--- src/rtl/recoveryPkg.sv ---
// ##############################
// Active-list pointer and execution state types
// Flush range struct and the selective-flush check
// ##############################

package recoveryPkg;

    localparam int activeListSize = 32;

    // Index into the active list
    typedef logic [4:0] activeListPtr;

    // Per-entry completion state
    typedef enum logic {
        execNotFinished = 1'b0,
        execSuccess     = 1'b1
    } execState;

    // Flush request from the recovery logic
    typedef struct packed {
        logic         active;
        logic         flushAll;
        activeListPtr headPtr;
        activeListPtr tailPtr;
    } flushRange;

    // True when the op at ptr falls inside the flushed part of the active list.
    // The range runs from headPtr up to but not including tailPtr, wrapping at 32
    function automatic logic isFlushed(flushRange range, activeListPtr ptr);
        logic inRange;
        if (range.headPtr <= range.tailPtr) begin
            inRange = (ptr >= range.headPtr) && (ptr < range.tailPtr);
        end
        else begin
            // Wrapped range
            inRange = (ptr >= range.headPtr) || (ptr < range.tailPtr);
        end
        return range.active && (range.flushAll || inRange);
    endfunction

endpackage

--- src/rtl/complexOpPkg.sv ---
// ##############################
// Data widths and operand types
// Multiply op codes, issued-op and lane-write structs
// ##############################

package complexOpPkg;

    localparam int dataWidth     = 32;
    localparam int physRegCount  = 64;

    typedef logic [dataWidth-1:0]   dataWord;
    typedef logic [2*dataWidth-1:0] productWord;

    // Physical register number, 64 registers
    typedef logic [5:0] physRegNum;

    // Low product, then the three high-product variants
    typedef enum logic [1:0] {
        opMul    = 2'd0,
        opMulh   = 2'd1,
        opMulhu  = 2'd2,
        opMulhsu = 2'd3
    } complexOpCode;

    // One micro-op as handed over by the scheduler
    typedef struct packed {
        logic                      valid;
        complexOpCode              opCode;
        dataWord                   srcA;
        dataWord                   srcB;
        logic                      writeReg;
        physRegNum                 dstReg;
        recoveryPkg::activeListPtr alPtr;
    } issuedOp;

    // Register file and active list write from one lane
    typedef struct packed {
        logic                      regWe;
        physRegNum                 dstReg;
        dataWord                   data;
        logic                      alWe;
        recoveryPkg::activeListPtr alPtr;
    } laneWrite;

endpackage

--- src/rtl/complexIssueLatch.sv ---
// ##############################
// Issue register stage for all lanes
// ##############################

`timescale 1ns/1ps

module complexIssueLatch #(
    parameter int laneCount = 2
) (
    input  logic                 ctrl,
    input  logic                 arstN,
    input  logic                 stall,
    input  logic                 clear,
    input  complexOpPkg::issuedOp issue     [laneCount],
    output complexOpPkg::issuedOp latchedOp [laneCount]
);

    logic                  validReg   [laneCount];
    complexOpPkg::issuedOp payloadReg [laneCount];

    // Valid bits, cleared by reset and by clear
    always_ff @(posedge ctrl or negedge arstN) begin
        if (!arstN) begin
            for (int i = 0; i < laneCount; i++) begin
                validReg[i] <= 1'b0;
            end
        end
        else if (!stall) begin
            for (int i = 0; i < laneCount; i++) begin
                validReg[i] <= issue[i].valid && !clear;
            end
        end
    end

    // Operands and control fields
    always_ff @(posedge ctrl) begin
        if (!stall) begin
            payloadReg <= issue;
        end
    end

    always_comb begin
        for (int i = 0; i < laneCount; i++) begin
            latchedOp[i]       = payloadReg[i];
            latchedOp[i].valid = validReg[i];
        end
    end

    // The scheduler must never hand the same active-list entry to two lanes
    for (genvar i = 0; i < laneCount; i++) begin : gPairA
        for (genvar j = i + 1; j < laneCount; j++) begin : gPairB
            assert property (@(posedge ctrl) disable iff (!arstN)
                (!stall && issue[i].valid && issue[j].valid)
                    |-> (issue[i].alPtr != issue[j].alPtr))
                else $error("lanes %0d and %0d issued with the same alPtr", i, j);
        end
    end

endmodule

--- config.mk ---
export PLATFORM = sky130hd
export DESIGN_NAME = complexIssueLatch
export DESIGN_NICKNAME = d
export VERILOG_FILES = /design/src/rtl/recoveryPkg.sv /design/src/rtl/complexOpPkg.sv /design/src/rtl/complexIssueLatch.sv
export SDC_FILE = /design/constraint.sdc
export NUM_CORES = 1
export LEC_CHECK = 0
export ABC_AREA = 0
export BUFFER_PORTS_ARGS = -buffer_cell sky130_fd_sc_hd__buf_2
export CAP_MARGIN = 30
export CORE_MARGIN = 4
export CORE_UTILIZATION = 31
export DETAILED_ROUTE_END_ITERATION = 7
export GPL_TIMING_DRIVEN = 0
export PLACE_DENSITY_LB_ADDON = 0.08
export SLEW_MARGIN = 20
export SYNTH_ARGS = -nofsm -noshare
export SYNTH_HDL_FRONTEND = slang
export SYNTH_SLANG_ARGS = --single-unit
export TNS_END_PERCENT = 50
--- constraint.sdc ---
create_clock -name ctrl -period 1.1 [get_ports ctrl]
set_clock_uncertainty 0.2 [all_clocks]
set_input_delay 0.22 -clock ctrl [delete_from_list [all_inputs] [get_ports ctrl]]
set_output_delay 0.22 -clock ctrl [all_outputs]
set_load 0.05 [all_outputs]
==> impl_results.md, run 1 <==
* Status: aborted with a tool error
* Failing step: clock tree synthesis
* Error msg: [ERROR RSZ-0060] Max buffer count reached.
* Row count at 45
* Yosys warning total at 0
* Mean post-synth cell area at approximately 29 µm²
* Register area share after synthesis at between 90% and 100%
* #FFs+latches synth at around 160
* CTS Buffer Depth at 2
* Chip height at 132.0 µm
* Count leader, synth: edfxtp_1
* Port bufs at 319
* Initial Util at 31.47%
* Synth Instances at ~160
* Largest area contributor in the netlist: edfxtp_1
* Commonest cells in the netlist: 156 x edfxtp_1, 2 x dfrtp_1
* Synth Flop Type: edfxtp_1
* Placed wire-length estimate at 9555 µm
* Die Wd at 132.0 µm
* Synth cell types at 8
* # Post-CTS Setup Buffers at 3
* H-tree levels at 4
* CTS Hold Bufs at between 100 and 150
* RePlAce Congestion at 0.7302
* Post-synth top area share at between 90% and 100%
* Mapped Area at 4766 µm²
* Mapped Nets at 326
* Ys async rst share at 1.266%
* Placement Cell Area at 6681 µm²
* CTS resizes at roughly 320
* CTS sink cnt at 158
* Root Driver: clkbuf_16
* Largest cells by area after synthesis: edfxtp_1 98%, dfrtp_1 1.1%, a22o_1 0.18%
* IO Pins at 320
* EDFF count, synth at approximately 160
* Cts bufs inserted at 17
stage by stage:
stage	hold WS [ns]	util (%)	worst slack, ns	TNS, ns	instances
after floorplan	-0.2756	-	-1.970	-307.30	164
after detailed placement	-0.1913	44.11	-0.7920	-116.59	675
after global placement	-0.1947	43.59	-3.122	-485.32	671
cell families after synthesis:
family	count (synthesis)	synth area share [%]
compound gates	2	0.2887
flops	158	99.34
simple gates	3	0.2887
buf+inv	1	0.07869
==> run 2: changes to the inputs <==
--- a/config.mk
+++ b/config.mk
@@ -9,10 +9,10 @@
 export BUFFER_PORTS_ARGS = -buffer_cell sky130_fd_sc_hd__buf_2
 export CAP_MARGIN = 30
 export CORE_MARGIN = 4
-export CORE_UTILIZATION = 31
+export CORE_UTILIZATION = 20
 export DETAILED_ROUTE_END_ITERATION = 7
 export GPL_TIMING_DRIVEN = 0
-export PLACE_DENSITY_LB_ADDON = 0.08
+export PLACE_DENSITY_LB_ADDON = 0.15
 export SLEW_MARGIN = 20
 export SYNTH_ARGS = -nofsm -noshare
 export SYNTH_HDL_FRONTEND = slang
==> run 2 against run 1 <==
The flow now finishes, with violations (setup timing); synthesized cell count unchanged; synthesized area unchanged.
==> impl_results.md, run 2 <==
* Status: complete, but fails checks
* Failing checks: setup timing
* Worst EP required at 0.68 ns
* CTS Buffer Depth at 2
* Die Wd at 162.4 µm
* Footprint of the multi-input gates at 27.53 µm²
* Final hold violations at 0
* Synth cell types at 8
* Mapped Nets at 326
* Setup slack after layout at -0.3205 ns
* Vias in the first global route at 4163
* Root Driver: clkbuf_16
* CTS sink cnt at approximately 160
* Count leader, synth: edfxtp_1
* Crit path cell chain: buf_6
* Die Area at 26360 µm²
* Ys async rst share at 1.266%
* Total gr overflow at 0
* Met1 Use GR at 12.35%
* Largest cells by area after synthesis: edfxtp_1 98%, dfrtp_1 1.1%, a22o_1 0.18%
* Post-layout util at 43.03%
* Initial Util at 20.30%
* TritonCTS clock tree: yes
* Worst R2R Setup Slack at 0.16 ns
* MaxCap Viol Count at 0
* Drt wl/cell at 15.23 µm
* Power Density at 1704 nW/µm²
* Max Clock Freq at 704.0 MHz
* Maximum vdd drop at roughly 0.77 mV
* N_diodes at 0
* Routed WL at about 15000 µm
* Port bufs at 319
* Critical Path End: latchedOp[134]
* Setup-failing EPs final at 158
* Largest area contributor in the netlist: edfxtp_1
* Synth Flop Type: edfxtp_1
* Clock Latency Late Sink at 0.41 ns
* Register area share after synthesis at between 90 and 100%
* Core area at about 23000 µm²
* Crit share post-route at 129.1%
* Commonest cells in the netlist: 156 x edfxtp_1, 2 x dfrtp_1
* Cts bufs inserted at 17
* Grt met3 use at under 10%
* DRT iter0 DRCs at 114
* # fillers at 2104
* DR pass1 iterations at 4
* Yosys warning total at 0
* Chip height at 162.4 µm
* Slew margin rel. at just over 60%
* Placement Cell Area at 6845 µm²
* CP endpoint kind: output port
* Slowest cell on crit path: edfxtp_1
* Area growth from synthesis to layout at 111.9%
* Largest net degree at the start of global routing at 38
* Max incr delay on CP at 0.41 ns
* Routed vias at 3594
* DRC viols at 0
* Buf/Inv on CP at 1
* Synth Instances at 164
* EDFF count, synth at around 160
* Number of flip-flops in the largest register at 158
* Post-synth top area share at 98.29%
* IO Pins at 320
* Worst min-delay path category: input pin to register
* Total Nets Final at between 800 and 900
* Max-slew violation count at 0
* Family with the most delay on the worst path: flip-flops
* Pleak at 4.177 nW
* H-tree levels at 4
* #FFs+latches synth at 158
* Slew @ Worst Pin at 0.5741 ns
* Global Route Usage Sum at 11.56%
* FF-to-FF End: latchedOp[78]
* Post-DRT Antenna Nets at 0
* Antenna violations before repair at 0
* Clock transition at the registers of the reported paths at roughly 0.070 ns
* Row count at 56
* Global Route met2 Usage at 20.56%
* Levels on crit path at 1
* Crit path kind: register to output port
* Period minus WS final at 1.421 ns
* Routed vias/inst at 3.587
* Post-route cell area at approximately 10000 µm²
* Mean post-synth cell area at 29.06 µm²
* Most frequent cells in the layout: 161 x dlygate4sd3_1, 161 x buf_2, 158 x buf_6, 156 x edfxtp_1, 17 x clkbuf_16
* Global-route wire length before repair at roughly 23000 µm
* Global routing's busiest layer: met2
* RePlAce Congestion at ~0.66
* R2R depth at 1
* Placed wire-length estimate at 10030 µm
* Reg area at 4735 µm²
* Layout cell share with drive strength beyond 1 at between 50% and 60%
* CP Max Fanout at 1
* Unrepaired setup endpoints after global routing: true
* Mapped Area at ~4800 µm²
* Data arrival, critical path at 1.00 ns
* Startpoint types: register
* Crit path launch: latchedOp[134]
* Worst R2R Start: latchedOp[78]
## run 2: metrics by stage
step	power [mW]	worst slack, ns	std cells	setup TNS (ns)	hold WS (ns)
global route	17.96	-0.3858	1002	-53.42	0.1756
floorplan	9.179	-1.970	164	-307.30	-0.2756
global placement	9.985	-3.204	802	-498.15	-0.1937
detailed placement	9.995	-0.8575	806	-102.95	-0.1928
CTS	17.52	-0.3567	1002	-50.21	0.2126
finish	17.21	-0.3205	1002	-44.73	0.1510
## run 2: layer usage
layer | vias to the layer above | wire length [µm] | part of all wire, %
met5 | - | 0 | 0
met4 | 0 | 212 | 1.4
met3 | 15 | 1441 | 9.4
met2 | 188 | 8271 | 54
met1 | 1708 | 5335 | 35
li1 | 1683 | - | -
## run 2: final cells by class
| cell class | instances | area share [%] |
|---|---|---|
| sequential | 158 | 46.88 |
| timing repair inverter | 1 | 0.04955 |
| timing repair buffer | 488 | 42.69 |
| clock buffer | 18 | 4.249 |
| multi-input combinational | 5 | 0.2725 |
| tap | 319 | 3.952 |
| clock inverter | 12 | 1.834 |
| inverter | 1 | 0.07433 |
## run 2: worst min path at each step
stage	startpoint	to	slack, ns	cells after the start
6_report	stall	latchedOp[157]	0.15	3
5_1_grt	stall	latchedOp[157]	0.18	3
4_1_cts	stall	latchedOp[80]	0.21	3
3_5_place_dp	arstN	latchedOp[78]	-0.19	1
3_3_place_gp	arstN	latchedOp[78]	-0.19	1
2_1_floorplan	arstN	latchedOp[157]	-0.28	0
## run 2: where the power goes
group          internal (mW)  total (mW)  switching [mW]
clock network           3.81        6.21            2.41
registers               7.16        7.38           0.225
logic                   1.46        3.61            2.15
## run 2: logic make-up (layout without fill, tap and decap cells)
family                 after synthesis  count (layout)  share of synthesized area, %
AOI/OAI and AO/OA                    2               2                        0.2887
buffers and inverters                1             520                       0.07869
DFF                                158             158                         99.34
and+or+nand+nor                      3               3                        0.2887
## run 2: what timing repair did
item	4_1_cts	5_1_grt
hold buffers	162	0
setup endpoints to repair	293	159
hold endpoints to repair	160	0
setup buffers	3	0
gates resized for setup	316	1
cloned	1	0
(Power assumes the default switching activity.)
