===== src/rtl/recoveryPkg.sv =====
// ##############################
// Active-list pointer and execution state types
// Flush range struct and the selective-flush check
// ##############################

package recoveryPkg;

    localparam int activeListSize = 32;

    // Index into the active list
    typedef logic [4:0] activeListPtr;

    // Per-entry completion state
    typedef enum logic {
        execNotFinished = 1'b0,
        execSuccess     = 1'b1
    } execState;

    // Flush request from the recovery logic
    typedef struct packed {
        logic         active;
        logic         flushAll;
        activeListPtr headPtr;
        activeListPtr tailPtr;
    } flushRange;

    // True when the op at ptr falls inside the flushed part of the active list.
    // The range runs from headPtr up to but not including tailPtr, wrapping at 32
    function automatic logic isFlushed(flushRange range, activeListPtr ptr);
        logic inRange;
        if (range.headPtr <= range.tailPtr) begin
            inRange = (ptr >= range.headPtr) && (ptr < range.tailPtr);
        end
        else begin
            // Wrapped range
            inRange = (ptr >= range.headPtr) || (ptr < range.tailPtr);
        end
        return range.active && (range.flushAll || inRange);
    endfunction

endpackage


===== src/rtl/complexOpPkg.sv =====
// ##############################
// Data widths and operand types
// Multiply op codes, issued-op and lane-write structs
// ##############################

package complexOpPkg;

    localparam int dataWidth     = 32;
    localparam int physRegCount  = 64;

    typedef logic [dataWidth-1:0]   dataWord;
    typedef logic [2*dataWidth-1:0] productWord;

    // Physical register number, 64 registers
    typedef logic [5:0] physRegNum;

    // Low product, then the three high-product variants
    typedef enum logic [1:0] {
        opMul    = 2'd0,
        opMulh   = 2'd1,
        opMulhu  = 2'd2,
        opMulhsu = 2'd3
    } complexOpCode;

    // One micro-op as handed over by the scheduler
    typedef struct packed {
        logic                      valid;
        complexOpCode              opCode;
        dataWord                   srcA;
        dataWord                   srcB;
        logic                      writeReg;
        physRegNum                 dstReg;
        recoveryPkg::activeListPtr alPtr;
    } issuedOp;

    // Register file and active list write from one lane
    typedef struct packed {
        logic                      regWe;
        physRegNum                 dstReg;
        dataWord                   data;
        logic                      alWe;
        recoveryPkg::activeListPtr alPtr;
    } laneWrite;

endpackage


===== src/rtl/complexIntLane.sv =====
// ##############################
// One multiply lane
// Two multiply stages, register-write stage
// with selective flush filtering
// ##############################

`timescale 1ns/1ps

module complexIntLane (
    input  logic                   ctrl,
    input  logic                   arstN,
    input  logic                   stall,
    input  logic                   clear,
    input  recoveryPkg::flushRange recovery,
    input  complexOpPkg::issuedOp  op,
    output complexOpPkg::laneWrite laneWr
);

    // Write-stage payload: the product plus what the write needs
    typedef struct packed {
        complexOpPkg::complexOpCode opCode;
        logic                       writeReg;
        complexOpPkg::physRegNum    dstReg;
        recoveryPkg::activeListPtr  alPtr;
        complexOpPkg::productWord   product;
    } writeStageReg;

    logic                  s1Valid;
    complexOpPkg::issuedOp s1Op;

    logic                     signA;
    logic                     signB;
    logic signed [32:0]       aExt;
    logic signed [32:0]       bExt;
    logic signed [65:0]       fullProduct;
    complexOpPkg::productWord s1Product;

    logic         wsValid;
    writeStageReg wsReg;

    logic                  flush;
    logic                  update;
    complexOpPkg::dataWord resultWord;

    // Stage 1 register
    always_ff @(posedge ctrl or negedge arstN) begin
        if (!arstN) begin
            s1Valid <= 1'b0;
        end
        else if (!stall) begin
            s1Valid <= op.valid && !clear;
        end
    end

    always_ff @(posedge ctrl) begin
        if (!stall) begin
            s1Op <= op;
        end
    end

    // Sign extension per op code, then one 33x33 signed multiply
    always_comb begin
        signA = (s1Op.opCode == complexOpPkg::opMulh) ||
                (s1Op.opCode == complexOpPkg::opMulhsu);
        signB = (s1Op.opCode == complexOpPkg::opMulh);
        aExt  = {signA && s1Op.srcA[31], s1Op.srcA};
        bExt  = {signB && s1Op.srcB[31], s1Op.srcB};
    end

    assign fullProduct = aExt * bExt;
    assign s1Product   = fullProduct[63:0];

    // Write-stage register
    always_ff @(posedge ctrl or negedge arstN) begin
        if (!arstN) begin
            wsValid <= 1'b0;
        end
        else if (!stall) begin
            wsValid <= s1Valid && !clear;
        end
    end

    always_ff @(posedge ctrl) begin
        if (!stall) begin
            wsReg.opCode   <= s1Op.opCode;
            wsReg.writeReg <= s1Op.writeReg;
            wsReg.dstReg   <= s1Op.dstReg;
            wsReg.alPtr    <= s1Op.alPtr;
            wsReg.product  <= s1Product;
        end
    end

    // Register write: drop the op on stall, clear or a matching flush
    always_comb begin
        flush  = recoveryPkg::isFlushed(recovery, wsReg.alPtr);
        update = !stall && !clear && wsValid && !flush;

        if (wsReg.opCode == complexOpPkg::opMul) begin
            resultWord = wsReg.product[31:0];
        end
        else begin
            resultWord = wsReg.product[63:32];
        end

        laneWr.regWe  = update && wsReg.writeReg;
        laneWr.dstReg = wsReg.dstReg;
        laneWr.data   = resultWord;
        laneWr.alWe   = update;
        laneWr.alPtr  = wsReg.alPtr;
    end

    // A flush-all request is only meaningful with the flush active
    assert property (@(posedge ctrl) disable iff (!arstN)
        recovery.flushAll |-> recovery.active)
        else $error("recovery flushAll raised without active");

endmodule


===== config.mk =====
export PLATFORM = sky130hd
export DESIGN_NAME = complexIntLane
export DESIGN_NICKNAME = d
export VERILOG_FILES = /design/src/rtl/recoveryPkg.sv /design/src/rtl/complexOpPkg.sv /design/src/rtl/complexIntLane.sv
export SDC_FILE = /design/constraint.sdc
export NUM_CORES = 2
export LEC_CHECK = 0
export ABC_AREA = 1
export BUFFER_PORTS_ARGS = -buffer_cell sky130_fd_sc_hd__buf_2
export CAP_MARGIN = 5
export CELL_PAD_IN_SITES_DETAIL_PLACEMENT = 1
export CELL_PAD_IN_SITES_GLOBAL_PLACEMENT = 1
export CORE_MARGIN = 4
export CORE_UTILIZATION = 46
export DETAILED_ROUTE_END_ITERATION = 8
export MAX_ROUTING_LAYER = met4
export PLACE_DENSITY = 0.91
export SYNTH_ARGS = -nofsm -noshare
export SYNTH_HDL_FRONTEND = slang
export SYNTH_SLANG_ARGS = --single-unit

===== constraint.sdc =====
create_clock -name ctrl -period 8.1 [get_ports ctrl]
set_input_delay 1.215 -clock ctrl [delete_from_list [all_inputs] [get_ports ctrl]]
set_output_delay 1.215 -clock ctrl [all_outputs]
set_load 0.02 [all_outputs]

==> results summary <==
The checks that failed: setup timing. The slowest stage of the critical path belongs to the cell sky130_fd_sc_hd__edfxtp_1. Once detailed placement completed, the half-perimeter wirelength came to 143000 um. The placer's final routability congestion estimate came out at 1.03. The leading register cell type out of synthesis is sky130_fd_sc_hd__edfxtp_1. The synthesized design contains ~160 register bits. After synthesis, the netlist uses 40 different library cells. Of all flip-flops after synthesis, the portion carrying an async set or reset was 0.0127. The final-report setup violation count is 2. The initial DRC count is 3949.

The depth of the CTS H-tree is 4. The global-route congestion overflow total is 0. The final net count is 6821. The final critical delay including setup and external delays is about 8 ns. The number of port buffers is 139.

The synthesized design spends more area on one cell type than any other, namely sky130_fd_sc_hd__fa_1. The number of synthesized flops with an enable pin came out at 156. The worst hold path was traced through 0 stages. Clock skew on the completed layout was measured at 0.0309 ns. The final-report max-slew violation count is 0. In the post-route analysis, the smallest setup slack over all paths is -0.0501 ns.

The overall routing resource usage came out at 0.364. The total standard cell area after synthesis came out at 0.0455 mm2. The number of top-level pins is 140. The final hold violation count came out at 0. The transition time at the pin with the least slew margin is 1.15 ns. The placement row count is roughly 120.

The critical path startpoint category is a flop. The tightest hold margin is 0.422 ns. The total routed wirelength came out at around 190000 um. Max-cap violations in this run came to 0. The remaining design rule violation count is 0. The placeable core region came out at 0.0983 mm2. The first global-routing pass estimated 271000 um of wire. The insertion delay to the later sink of the worst-skew pair came out at 0.54 ns. The multi-input gate area in the final layout came out at approximately 0.034 mm2. The stage delay of the slowest cell on the critical path came out at about 1.1 ns. The worst setup path is captured at a flop. Setup repair after global routing could not meet its margin everywhere. The worst slew margin relative to its limit came out at 0.232. The critical path in this run is classified as flop to flop. The mean instance size in the synthesized netlist is 8.61 um2. The logic depth of the worst path, buffers included is 21. The flow ran to the end, but the final reports show violations. The sequential cell area in the final layout is 0.00473 mm2. Yosys attributes the largest share of cell area to sky130_fd_sc_hd__fa_1 49%, sky130_fd_sc_hd__inv_1 13%, sky130_fd_sc_hd__nand2_1 11%.

The filler cells instantiated in the layout total 11600. For this design, the sink count on the clock tree is 158. Counting stages on the worst path, the most repeated cell is sky130_fd_sc_hd__fa_1.

The area growth from synthesis to layout came out at 8.84%. The number of antenna violations at the first check in global routing was 11. The detailed-router iteration count before antenna repair is 6.

The required time at the worst-slack endpoint came out at about 8.4 ns. The net count after synthesis is 6733. In this run the remaining antenna-violating nets after routing total 0. TritonCTS built the clock tree. In the post-synthesis netlist, the cell with the most instances is sky130_fd_sc_hd__inv_1.

The vias per cell came out at 5.81. The cell class contributing the biggest share of worst-path delay is adder cells. In this run the clock root is driven by a sky130_fd_sc_hd__clkbuf_16. The number of buffer and inverter stages on the critical path is 6.

The maximum clock frequency is 123 MHz. Traced cell by cell, the critical path runs through buf_4, nand2_1, fa_1, inv_1, fa_1, inv_1, fa_1, inv_1, fa_1, inv_1, fa_1, fa_1, fa_1, inv_1, fa_1, ha_1, a21oi_1, o21ai_0, a21oi_1, nand3_2, xor2_1. The number of global-route vias before repair is 46000. The y dimension of the die is 323 um.

The number of cell instances on the worst register-to-register path is 21. The final routed wire length divided by cell count is 27.9 um. The clock-pin slew of the registers on the worst-case setup and hold paths is ~0.10 ns. After synthesis, the most frequently instantiated cells are 1583 x sky130_fd_sc_hd__inv_1, 1355 x sky130_fd_sc_hd__nand2_1, 1125 x sky130_fd_sc_hd__fa_1, 260 x sky130_fd_sc_hd__clkbuf_1, 226 x sky130_fd_sc_hd__ha_1. In the final layout, the share of cells above drive strength 1 is 0.0934.

The maximum number of pins on one net before global-route repair is 63. In the finished design, the share of the clock period the worst path needs comes to 1.01. The maximum root-to-sink buffer count is 2.

Buffers inserted to repair hold after CTS numbered 0. The horizontal extent of the die came out at around 320 um. The share of Yosys cell area claimed by the top area cell type is 0.495.

Clock tree synthesis inserted a total of 17 buffers. The maximum fanout along the worst path came out at 12. At the worst endpoint, the arrival time is 8.44 ns. The count of yosys warnings during synthesis came out at 0. The number of instances in the synthesized netlist came out at 5287. The routed via count is just under 40000. In this run the worst hold path is classified as flop to flop. For this configuration, the core starts out at a cell density of 0.463. The die covers 0.104 mm2.

The register area share after synthesis is 0.104.
-- cells in the final DEF, fill, tap and decap left out, drive strengths merged --
master / count
edfxtp: 156
nor4: 4
clkinvlp: 5
diode: 11
nor2: 165
nand3b: 6
o21bai: 14
o21a: 3
dfrtp: 2
a21boi: 4
nand2: 1367
inv: 1588
xnor2: 10
buf: 345
o211ai: 1
bufinv: 3
clkbuf: 17
nor3b: 1
a21o: 4
a21oi: 89
nor3: 8
nand4: 21
ha: 226
nor2b: 2
or2: 9
mux2: 32
nand3: 82
o21ai: 53
clkinv: 5
xor2: 37
o22ai: 3
fa: 1125
-- per-stage QoR --
step                TNS (ns)  instances  worst slack (ns)  area, um2  utilization
floorplan                  0       5287             0.486      45500            -
global placement           0       6574             0.334      47900        0.487
detailed placement   -0.0584       6574           -0.0584      47900        0.487
CTS                  -0.0451       6616           -0.0451      48600        0.495
global route           -1.63       6684            -0.173      49500        0.504
finish               -0.0732       6685           -0.0501      49500        0.504
-- worst reg2reg max path, stage by stage, from the launching register on --
cell	delay (ns)
sky130_fd_sc_hd__edfxtp_1	1.06
sky130_fd_sc_hd__buf_4	0.38
sky130_fd_sc_hd__nand2_1	0.11
sky130_fd_sc_hd__fa_1	0.60
sky130_fd_sc_hd__inv_1	0.06
sky130_fd_sc_hd__fa_1	0.39
sky130_fd_sc_hd__inv_1	0.10
sky130_fd_sc_hd__fa_1	0.43
sky130_fd_sc_hd__inv_1	0.10
sky130_fd_sc_hd__fa_1	0.42
sky130_fd_sc_hd__inv_1	0.10
sky130_fd_sc_hd__fa_1	0.46
sky130_fd_sc_hd__fa_1	0.49
sky130_fd_sc_hd__fa_1	0.50
sky130_fd_sc_hd__inv_1	0.05
sky130_fd_sc_hd__fa_1	0.54
sky130_fd_sc_hd__ha_1	0.44
sky130_fd_sc_hd__a21oi_1	0.33
sky130_fd_sc_hd__o21ai_0	0.24
sky130_fd_sc_hd__a21oi_1	0.43
sky130_fd_sc_hd__nand3_2	0.24
sky130_fd_sc_hd__xor2_1	0.44
-- final timing paths --
kind / endpoint / from / slack, ns
setup / recovery: wsReg[31] / bExt[24] / -0.05
hold / removal: laneWr[2] / s1Op[2] / 0.42
setup reg to reg: wsReg[31] / bExt[24] / -0.05
hold reg to reg: laneWr[2] / s1Op[2] / 0.42
max in group asynchronous: s1Valid / arstN / 7.53
min in group asynchronous: wsValid / arstN / 0.47
-- state kept, by name, indices dropped and copies added, names as in the netlist --
name	cells
wsReg	67
aExt	32
bExt	32
s1Op	14
laneWr	11
s1Valid	1
wsValid	1
-- kinds of logic (layout without fill, tap and decap cells) --
| family | count (synthesis) | count (layout) | synth area share |
|---|---|---|---|
| muxes | 32 | 32 | 0.00792 |
| AOI/OAI and AO/OA | 171 | 171 | 0.0211 |
| and+or+nand+nor | 1665 | 1665 | 0.146 |
| other | 0 | 11 | 0 |
| xor gates and xnor gates | 47 | 47 | 0.00905 |
| adders and majority gates | 1351 | 1351 | 0.557 |
| buffers and inverters | 1863 | 1963 | 0.155 |
| DFF | 158 | 158 | 0.104 |
-- repair_timing --
action	4_1_cts	5_1_grt
setup buffers	11	58
pin swaps	0	3
endpoints found under the setup margin	9	38
resized for setup	0	47
-- final cells by class --
cell class,count,share of cell area
flip-flops and latches,158,0.0956
inverters,1587,0.121
diodes,11,0.000556
clock inverters,14,0.00402
well taps,1287,0.0325
multi-input cells,3266,0.684
repair buffers,345,0.0541
clock buffers,17,0.00859
-- metal layers --
layer,track usage,vias up,wire [um]
met4,0.289,0,19400
met3,0.0824,1352,17200
met1,0.370,19700,58900
li1,-,15000,-
met5,-,-,0
met2,0.608,2863,91300
Power is left out: the tool's default activity adds up to more than one toggle a clock period on the data nets, which glitch-free logic cannot reach.
